$ cat src/common/fetch_pkg.sv
package fetch_pkg;

  //////////////////////////////
  // shared memory bus
  //////////////////////////////

  typedef enum logic [1:0] {
    bus_none  = 2'h0,
    bus_load  = 2'h1,
    bus_store = 2'h2
  } bus_command_e;

  typedef logic [3:0]  mem_tag_t;  // zero means not accepted
  typedef logic [63:0] addr_t;
  typedef logic [63:0] line_t;
  typedef logic [31:0] inst_t;

  typedef struct packed {
    bus_command_e command;
    addr_t        addr;
    line_t        data;
  } mem_req_t;

  typedef struct packed {
    addr_t pc;
    inst_t inst;
  } fetch_packet_t;

  //////////////////////////////
  // geometry
  //////////////////////////////

  localparam int    default_cache_lines = 32;
  localparam int    default_queue_depth = 4;
  localparam int    line_offset_bits    = 3;   // 8-byte lines
  localparam int    code_addr_bits      = 16;  // 64 KB code space
  localparam addr_t reset_pc            = '0;

  // tag is what is left of the code address after offset and index
  function automatic int tag_bits(input int lines);
    return code_addr_bits - line_offset_bits - $clog2(lines);
  endfunction

endpackage

$ cat src/icache/cache_mem.sv
`timescale 1ns/1ns

module cache_mem #(
  parameter int cache_lines = fetch_pkg::default_cache_lines
) (
  input  logic                                       clock,
  input  logic                                       reset,
  input  logic                                       wr_en,
  input  logic [$clog2(cache_lines)-1:0]             wr_idx,
  input  logic [fetch_pkg::tag_bits(cache_lines)-1:0] wr_tag,
  input  fetch_pkg::line_t                           wr_data,
  input  logic [$clog2(cache_lines)-1:0]             rd_idx,
  input  logic [fetch_pkg::tag_bits(cache_lines)-1:0] rd_tag,
  output fetch_pkg::line_t                           rd_data,
  output logic                                       rd_valid
);
  import fetch_pkg::*;

  localparam int tag_w = tag_bits(cache_lines);

  line_t                  data_mem [cache_lines];
  logic [tag_w-1:0]       tag_mem  [cache_lines];
  logic [cache_lines-1:0] valid_bits;

  always_ff @(posedge clock) begin
    if (reset) begin
      valid_bits <= '0;  // every line starts invalid
    end else if (wr_en) begin
      valid_bits[wr_idx] <= 1'b1;
    end
  end

  always_ff @(posedge clock) begin
    if (wr_en) begin
      data_mem[wr_idx] <= wr_data;
      tag_mem[wr_idx]  <= wr_tag;
    end
  end

  // combinational read, valid only on tag match
  assign rd_data  = data_mem[rd_idx];
  assign rd_valid = valid_bits[rd_idx] && (tag_mem[rd_idx] == rd_tag);

endmodule

$ cat src/icache/icache_ctrl.sv
`timescale 1ns/1ns

module icache_ctrl #(
  parameter int cache_lines = fetch_pkg::default_cache_lines
) (
  input  logic                clock,
  input  logic                reset,
  input  fetch_pkg::addr_t    fetch_pc,
  output logic                hit,
  output fetch_pkg::line_t    line,
  output fetch_pkg::mem_req_t bus_req,
  input  fetch_pkg::mem_tag_t bus_response,
  input  fetch_pkg::mem_tag_t reply_tag,
  input  fetch_pkg::line_t    reply_data
);
  import fetch_pkg::*;

  localparam int idx_w = $clog2(cache_lines);
  localparam int tag_w = tag_bits(cache_lines);

  typedef enum logic [1:0] {
    st_idle,
    st_request,
    st_wait
  } state_e;

  state_e           state, next_state;
  mem_tag_t         pend_tag;
  logic [idx_w-1:0] pc_idx, miss_idx;
  logic [tag_w-1:0] pc_tag, miss_tag;
  logic             rd_valid;
  logic             wr_en;
  logic             requesting;

  assign pc_idx = fetch_pc[line_offset_bits +: idx_w];
  assign pc_tag = fetch_pc[line_offset_bits + idx_w +: tag_w];

  cache_mem #(
    .cache_lines(cache_lines)
  ) i_cache_mem (
    .clock   (clock),
    .reset   (reset),
    .wr_en   (wr_en),
    .wr_idx  (miss_idx),
    .wr_tag  (miss_tag),
    .wr_data (reply_data),
    .rd_idx  (pc_idx),
    .rd_tag  (pc_tag),
    .rd_data (line),
    .rd_valid(rd_valid)
  );

  assign hit        = (state == st_idle) && rd_valid;  // no hits while refilling
  assign requesting = (bus_req.command == bus_load);

  //////////////////////////////
  // miss FSM
  //////////////////////////////

  always_comb begin
    next_state = state;
    bus_req    = '{command: bus_none, addr: '0, data: '0};
    wr_en      = 1'b0;
    case (state)
      st_idle: begin
        if (!rd_valid) begin  // load goes out in the miss cycle
          bus_req.command = bus_load;
          bus_req.addr    = addr_t'({pc_tag, pc_idx, {line_offset_bits{1'b0}}});
          next_state      = (bus_response != '0) ? st_wait : st_request;
        end
      end
      st_request: begin
        bus_req.command = bus_load;  // held until accepted
        bus_req.addr    = addr_t'({miss_tag, miss_idx, {line_offset_bits{1'b0}}});
        if (bus_response != '0) next_state = st_wait;
      end
      st_wait: begin
        if (reply_tag == pend_tag) begin
          wr_en      = 1'b1;
          next_state = st_idle;
        end
      end
      default: next_state = st_idle;
    endcase
  end

  always_ff @(posedge clock) begin
    if (reset) begin
      state    <= st_idle;
      pend_tag <= '0;
    end else begin
      state <= next_state;
      if (requesting && bus_response != '0) pend_tag <= bus_response;
    end
  end

  always_ff @(posedge clock) begin
    if (state == st_idle && !rd_valid) begin
      miss_idx <= pc_idx;
      miss_tag <= pc_tag;
    end
  end

endmodule

$ cat src/logic/fetch_stage.sv
`timescale 1ns/1ns

module fetch_stage (
  input  logic                     clock,
  input  logic                     reset,
  input  logic                     redirect_valid,
  input  fetch_pkg::addr_t         redirect_pc,
  output fetch_pkg::addr_t         fetch_pc,
  input  logic                     hit,
  input  fetch_pkg::line_t         line,
  input  logic                     push_ready,
  output logic                     push_valid,
  output fetch_pkg::fetch_packet_t push_packet
);
  import fetch_pkg::*;

  addr_t pc;
  inst_t word;

  assign fetch_pc = pc;

  // pc bit 2 picks the half of the line
  assign word = pc[2] ? line[63:32] : line[31:0];

  // a redirect in the same cycle kills the push
  assign push_valid       = hit && !redirect_valid;
  assign push_packet.pc   = pc;
  assign push_packet.inst = word;

  always_ff @(posedge clock) begin
    if (reset) begin
      pc <= reset_pc;
    end else if (redirect_valid) begin
      pc <= redirect_pc;
    end else if (push_valid && push_ready) begin
      pc <= pc + 64'd4;
    end
  end

endmodule

$ cat src/logic/fetch_queue.sv
`timescale 1ns/1ns

module fetch_queue #(
  parameter int queue_depth = fetch_pkg::default_queue_depth
) (
  input  logic                     clock,
  input  logic                     reset,
  input  logic                     flush,
  input  logic                     push_valid,
  input  fetch_pkg::fetch_packet_t push_packet,
  output logic                     push_ready,
  output logic                     out_valid,
  input  logic                     out_ready,
  output fetch_pkg::fetch_packet_t out_packet
);
  import fetch_pkg::*;

  localparam int ptr_w = $clog2(queue_depth);
  localparam int cnt_w = $clog2(queue_depth + 1);

  fetch_packet_t    entries [queue_depth];
  logic [ptr_w-1:0] head, tail;
  logic [cnt_w-1:0] count;
  logic             do_push, do_pop;

  assign out_valid  = (count != '0);
  assign out_packet = entries[head];
  assign push_ready = (count != cnt_w'(queue_depth)) || out_ready;  // pop frees a slot

  assign do_push = push_valid && push_ready && !flush;
  assign do_pop  = out_valid && out_ready && !flush;

  always_ff @(posedge clock) begin
    if (reset || flush) begin
      head  <= '0;
      tail  <= '0;
      count <= '0;
    end else begin
      if (do_push) tail <= (tail == ptr_w'(queue_depth - 1)) ? '0 : tail + 1'b1;
      if (do_pop)  head <= (head == ptr_w'(queue_depth - 1)) ? '0 : head + 1'b1;
      if (do_push && !do_pop) count <= count + 1'b1;
      else if (do_pop && !do_push) count <= count - 1'b1;
    end
  end

  always_ff @(posedge clock) begin
    if (do_push) entries[tail] <= push_packet;
  end

endmodule

$ cat src/logic/mem_arbiter.sv
`timescale 1ns/1ns

module mem_arbiter (
  input  logic                clock,
  input  logic                reset,
  input  fetch_pkg::mem_req_t icache_req,
  output fetch_pkg::mem_tag_t icache_response,
  output fetch_pkg::mem_tag_t icache_reply_tag,
  input  fetch_pkg::mem_req_t dmem_req,
  output fetch_pkg::mem_tag_t dmem_response,
  output fetch_pkg::mem_tag_t dmem_reply_tag,
  output fetch_pkg::mem_req_t bus_req,
  input  fetch_pkg::mem_tag_t mem2proc_response,
  input  fetch_pkg::mem_tag_t mem2proc_tag
);
  import fetch_pkg::*;

  localparam int num_tags = 2 ** $bits(mem_tag_t);

  logic                dmem_wins;
  logic [num_tags-1:0] tag_is_dmem;  // owner table, one bit per tag

  assign dmem_wins = (dmem_req.command != bus_none);
  assign bus_req   = dmem_wins ? dmem_req : icache_req;

  assign dmem_response   = dmem_wins ? mem2proc_response : '0;
  assign icache_response = dmem_wins ? '0 : mem2proc_response;

  always_ff @(posedge clock) begin
    if (reset) begin
      tag_is_dmem <= '0;
    end else if (mem2proc_response != '0) begin
      tag_is_dmem[mem2proc_response] <= dmem_wins;
    end
  end

  // reply goes to exactly one owner
  assign dmem_reply_tag   = tag_is_dmem[mem2proc_tag] ? mem2proc_tag : '0;
  assign icache_reply_tag = tag_is_dmem[mem2proc_tag] ? '0 : mem2proc_tag;

endmodule

$ cat src/logic/fetch_frontend.sv
`timescale 1ns/1ns

module fetch_frontend #(
  parameter int cache_lines = fetch_pkg::default_cache_lines,
  parameter int queue_depth = fetch_pkg::default_queue_depth
) (
  input  logic                     clock,
  input  logic                     reset,
  output fetch_pkg::mem_req_t      proc2mem_req,
  input  fetch_pkg::mem_tag_t      mem2proc_response,
  input  fetch_pkg::mem_tag_t      mem2proc_tag,
  input  fetch_pkg::line_t         mem2proc_data,
  input  fetch_pkg::mem_req_t      dmem_req,
  output fetch_pkg::mem_tag_t      dmem_response,
  output fetch_pkg::mem_tag_t      dmem_reply_tag,
  input  logic                     redirect_valid,
  input  fetch_pkg::addr_t         redirect_pc,
  output logic                     out_valid,
  input  logic                     out_ready,
  output fetch_pkg::fetch_packet_t out_packet
);
  import fetch_pkg::*;

  addr_t         fetch_pc;
  logic          hit;
  line_t         line;
  mem_req_t      icache_req;
  mem_tag_t      icache_response;
  mem_tag_t      icache_reply_tag;
  logic          push_valid;
  logic          push_ready;
  fetch_packet_t push_packet;

  //////////////////////////////
  // fetch path
  //////////////////////////////

  icache_ctrl #(
    .cache_lines(cache_lines)
  ) i_icache_ctrl (
    .clock       (clock),
    .reset       (reset),
    .fetch_pc    (fetch_pc),
    .hit         (hit),
    .line        (line),
    .bus_req     (icache_req),
    .bus_response(icache_response),
    .reply_tag   (icache_reply_tag),
    .reply_data  (mem2proc_data)
  );

  fetch_stage i_fetch_stage (
    .clock         (clock),
    .reset         (reset),
    .redirect_valid(redirect_valid),
    .redirect_pc   (redirect_pc),
    .fetch_pc      (fetch_pc),
    .hit           (hit),
    .line          (line),
    .push_ready    (push_ready),
    .push_valid    (push_valid),
    .push_packet   (push_packet)
  );

  fetch_queue #(
    .queue_depth(queue_depth)
  ) i_fetch_queue (
    .clock      (clock),
    .reset      (reset),
    .flush      (redirect_valid),  // taken branch drops queued packets
    .push_valid (push_valid),
    .push_packet(push_packet),
    .push_ready (push_ready),
    .out_valid  (out_valid),
    .out_ready  (out_ready),
    .out_packet (out_packet)
  );

  //////////////////////////////
  // shared bus
  //////////////////////////////

  mem_arbiter i_mem_arbiter (
    .clock            (clock),
    .reset            (reset),
    .icache_req       (icache_req),
    .icache_response  (icache_response),
    .icache_reply_tag (icache_reply_tag),
    .dmem_req         (dmem_req),
    .dmem_response    (dmem_response),
    .dmem_reply_tag   (dmem_reply_tag),
    .bus_req          (proc2mem_req),
    .mem2proc_response(mem2proc_response),
    .mem2proc_tag     (mem2proc_tag)
  );

endmodule

$ cat config.mk
export PLATFORM = sky130hd
export DESIGN_NAME = fetch_frontend
export DESIGN_NICKNAME = d
export VERILOG_FILES = /design/src/common/fetch_pkg.sv /design/src/icache/cache_mem.sv /design/src/icache/icache_ctrl.sv /design/src/logic/fetch_stage.sv /design/src/logic/fetch_queue.sv /design/src/logic/mem_arbiter.sv /design/src/logic/fetch_frontend.sv
export SDC_FILE = /design/constraint.sdc
export NUM_CORES = 2
export LEC_CHECK = 0
export BUFFER_PORTS_ARGS = -buffer_cell sky130_fd_sc_hd__buf_2
export CORE_MARGIN = 2
export CORE_UTILIZATION = 65
export DETAILED_ROUTE_END_ITERATION = 8
export PLACE_DENSITY = 0.87
export SYNTH_ARGS = -nofsm -noshare
export SYNTH_HDL_FRONTEND = slang
export SYNTH_HIERARCHICAL = 1
export SYNTH_SLANG_ARGS = --single-unit
$ cat constraint.sdc
create_clock -name clock -period 11.9 [get_ports clock]
set_input_delay 1.785 -clock clock [delete_from_list [all_inputs] [get_ports clock]]
set_output_delay 1.785 -clock clock [all_outputs]
set_load 0.03 [all_outputs]
==> results.rst <==
.. list-table::
   :header-rows: 1

   * - Metric
     - Value
   * - Pin count of the biggest net entering global routing
     - 153
   * - Resize count post-CTS
     - 0
   * - WL/cell
     - roughly 42 um
   * - Netlist cell types
     - 82
   * - Total global routing overflow
     - 0
   * - Number of remaining DRC errors
     - 2
   * - Critical Path Fanout Max
     - ~150
   * - Via density
     - between 7 and 8
   * - EDFF count, synth
     - 2701
   * - Ranking of synthesized cells by area
     - edfxtp_1, mux4_2, dfxtp_1
   * - Cell area reported after detailed placement
     - between 100000 and 150000 um2
   * - Type of origin of the critical path
     - register
   * - Peak supply drop
     - 0.0001808 V
   * - Net count, final
     - 6283
   * - Worst path arrival time
     - between 7 and 8 ns
   * - Most used standard cells in the synthesized netlist
     - edfxtp_1, mux4_2, nand2_1
   * - Leakage power
     - around 40 nW
   * - WL final
     - 354.5 mm
   * - Cts hold-fix bufs
     - 0
   * - Placed wire-length estimate
     - ~190 mm
   * - Kind of end point of the critical path
     - primary output
   * - Final Hold Violating Endpoints
     - 0
   * - Initial Util
     - 65.31%
   * - Synthesized area
     - 111800 um2
   * - Area of all placed cells without fillers
     - 124500 um2
   * - Post-Synthesis Mean Instance Area
     - 20.47 um2
   * - Fill cell instance count of the final layout
     - between 8000 and 9000
   * - Slew HR
     - 4.514%
   * - Number of global-route vias before repair
     - 62789
   * - Transition time of the tightest slew-check pin
     - 1.432 ns
   * - Area of the die
     - 175300 um2
   * - Worst reg-to-reg setup slack
     - 3.28 ns
   * - Final standard cell utilization of the core
     - just over 70%
   * - Count of max-cap constraint violations
     - 0
   * - Most common cell in the netlist
     - edfxtp_1
   * - DR vias
     - 63134
   * - Synth Register Bits
     - 2827
   * - Core Area
     - 171200 um2
   * - Clock root buffer
     - clkbuf_16
   * - Clock tree from TritonCTS
     - yes
   * - Share of Yosys cell area claimed by the top area cell type
     - 72.56%
   * - Die boundary height
     - 418.7 um
   * - Total track usage
     - about 40%
   * - First-iteration detailed-routing DRC count
     - 12796
   * - Final count of negative-setup-slack endpoints
     - 0
   * - Cts bufs inserted
     - 282
   * - Global-route wire length before repair
     - about 490 mm
   * - I/O pin total
     - 505
   * - Hold slack final
     - between 0.4 and 0.5 ns
   * - Primary flip-flop cell chosen by synthesis mapping
     - edfxtp_1
   * - Maximum root-to-sink buffer count
     - 4
   * - Post-CTS setup-driven buffer insertion count
     - 0
   * - Level count of the clock H-tree
     - 5
   * - Sink Count
     - between 2000 and 3000
   * - Cell Rows
     - 152
   * - Total power consumption of the routed design
     - 0.02104 W
   * - Final-report max-slew violation count
     - 0
   * - Worst-skew pair later-pin latency
     - 0.96 ns
   * - Total number of yosys warnings
     - 6
   * - Post-route antenna net violation count
     - 0
   * - Count of buffers from port buffering
     - 504
   * - Area delta synth->final
     - 11.41%
   * - Run status
     - finished with violations
   * - Largest area contributor in the netlist
     - edfxtp_1
   * - Setup TNS
     - 0 ns
   * - Sequential-to-total area share from yosys stat
     - 74.82%
   * - Number of cells produced by synthesis
     - 5461
   * - Type of the most critical hold path
     - reg -> reg
   * - Critical path data required time
     - between 10 and 15 ns
   * - Setup repair after global routing missed its margin
     - false
   * - Clock Skews
     - around 0.067 ns
   * - Peak Freq
     - 107.3 MHz
   * - Async SR Flop Fraction
     - 0%
   * - Horizontal die dimension
     - 418.7 um
   * - PwrDens
     - about 170 nW/um2
   * - Clock transition at path regs
     - 0.06 ns
   * - Minimum clock period after layout
     - roughly 9.3 ns
   * - Failing checks
     - design-rule violations
   * - Critical path class
     - reg -> out
   * - Number of antenna violations at the first check in global routing
     - 48
   * - Share of final-layout standard cells stronger than drive strength 1
     - a little under a third
   * - Global placement routability congestion
     - 0.8945
   * - Fraction of the cycle the final worst path needs
     - 78.31%
   * - Pre-Repair DR Iteration Count
     - 9
kinds of logic (layout without fill, tap and decap cells):
kind of cell	Yosys count	count (layout)	synth area share (%)
DFF	2827	2827	74.82
and+or+nand+nor	1029	1029	4.051
muxes	894	894	17.05
buffers and inverters	483	1100	2.465
AOI/OAI and AO/OA	175	175	1.180
xor gates and xnor gates	44	44	0.3448
adders and majority gates	8	8	0.09626
other	1	148	0.003355
metrics by stage:
stage,std cells,worst slack [ns]
3_5_place_dp,7954,4.124
5_1_grt,8446,2.677
3_3_place_gp,7954,4.516
2_1_floorplan,5576,4.115
6_report,8458,2.581
4_1_cts,8426,3.125
cell type report:
cell class                      instances  area [um2]  share of cell area (%)
Sequential cell                      2827       83660                   67.17
Multi-Input combinational cell       2266       26090                   20.95
Clock buffer                          353        7511                   6.031
Timing Repair Buffer                  605        3333                   2.676
Tap cell                             2233        2794                   2.243
Clock inverter                        119       978.4                  0.7856
Inverter                               23       98.84                 0.07937
Antenna cell                           32       80.08                 0.06430
routing by layer:
metal  track usage, %  vias to the layer above  wire [um]
met1            49.20                    31234     103500
met4            29.68                       30      33020
met5           0.3890                        -        236
met3            11.38                     1815      49160
met2            64.39                     7011     168600
li1                 -                    23044          -
layout by cell type (no fill, tap or decap), drive strengths merged, types with 16 or more instances in the layout:
| master | n |
|---|---|
| conb | 116 |
| clkinv | 92 |
| mux4 | 804 |
| diode | 32 |
| edfxtp | 2701 |
| mux2 | 36 |
| and2 | 16 |
| xor2 | 30 |
| inv | 27 |
| a311oi | 25 |
| mux2i | 54 |
| nor2 | 200 |
| nand2 | 631 |
| nand4 | 29 |
| bufinv | 16 |
| clkbuf | 353 |
| a211oi | 33 |
| nor3 | 20 |
| o21ai | 20 |
| buf | 605 |
| dfxtp | 126 |
| nand3 | 26 |
state kept, by name (all words and copies together), names as in the netlist, named ones only:
signal,cells
i_icache_ctrl/i_cache_mem/tag_mem,256
i_icache_ctrl/pend_tag,4
i_icache_ctrl/i_cache_mem/data_mem,2048
i_icache_ctrl/state,2
i_fetch_queue/tail,2
i_icache_ctrl/i_cache_mem/valid_bits,32
i_icache_ctrl/miss_idx,5
i_fetch_stage/fetch_pc,64
i_fetch_queue/head,2
i_fetch_queue/count,3
i_icache_ctrl/miss_tag,8
i_fetch_queue/entries,384
i_mem_arbiter/tag_is_dmem,15
final timing paths:
kind	cells past startpoint	start	endpoint
worst max-delay path	14	i_fetch_stage/fetch_pc[4]$_SDFFE_PP0N_	proc2mem_req[67]
worst min-delay path	2	i_icache_ctrl/i_cache_mem/valid_bits[13]$_SDFFE_PP0P_	i_icache_ctrl/i_cache_mem/valid_bits[13]$_SDFFE_PP0P_
worst max register to register	15	i_fetch_stage/fetch_pc[4]$_SDFFE_PP0N_	i_fetch_stage/fetch_pc[63]$_SDFFE_PP0N_
worst min register to register	2	i_icache_ctrl/i_cache_mem/valid_bits[13]$_SDFFE_PP0P_	i_icache_ctrl/i_cache_mem/valid_bits[13]$_SDFFE_PP0P_
critical path, stage by stage, from the launching register on:
cell and delay (ns):
dfxtp_4 0.99, buf_12 0.85, nand2b_1 0.45, o221ai_1 0.45, a21oi_1 0.15, o21a_1 0.25
nor3_1 0.45, o22ai_1 0.28, nor4_1 0.97, nor2_1 0.51, a22oi_1 0.38, nor2_1 0.17
nand2_1 0.17, nand2_1 0.07, buf_2 0.24
power by group:
group          switching, W  internal [W]
Clock               0.00382       0.00481
Combinational      0.000849      0.000440
Sequential         0.000139        0.0110
Total               0.00481        0.0162
No activity file was read; power rests on OpenSTA's default activity.
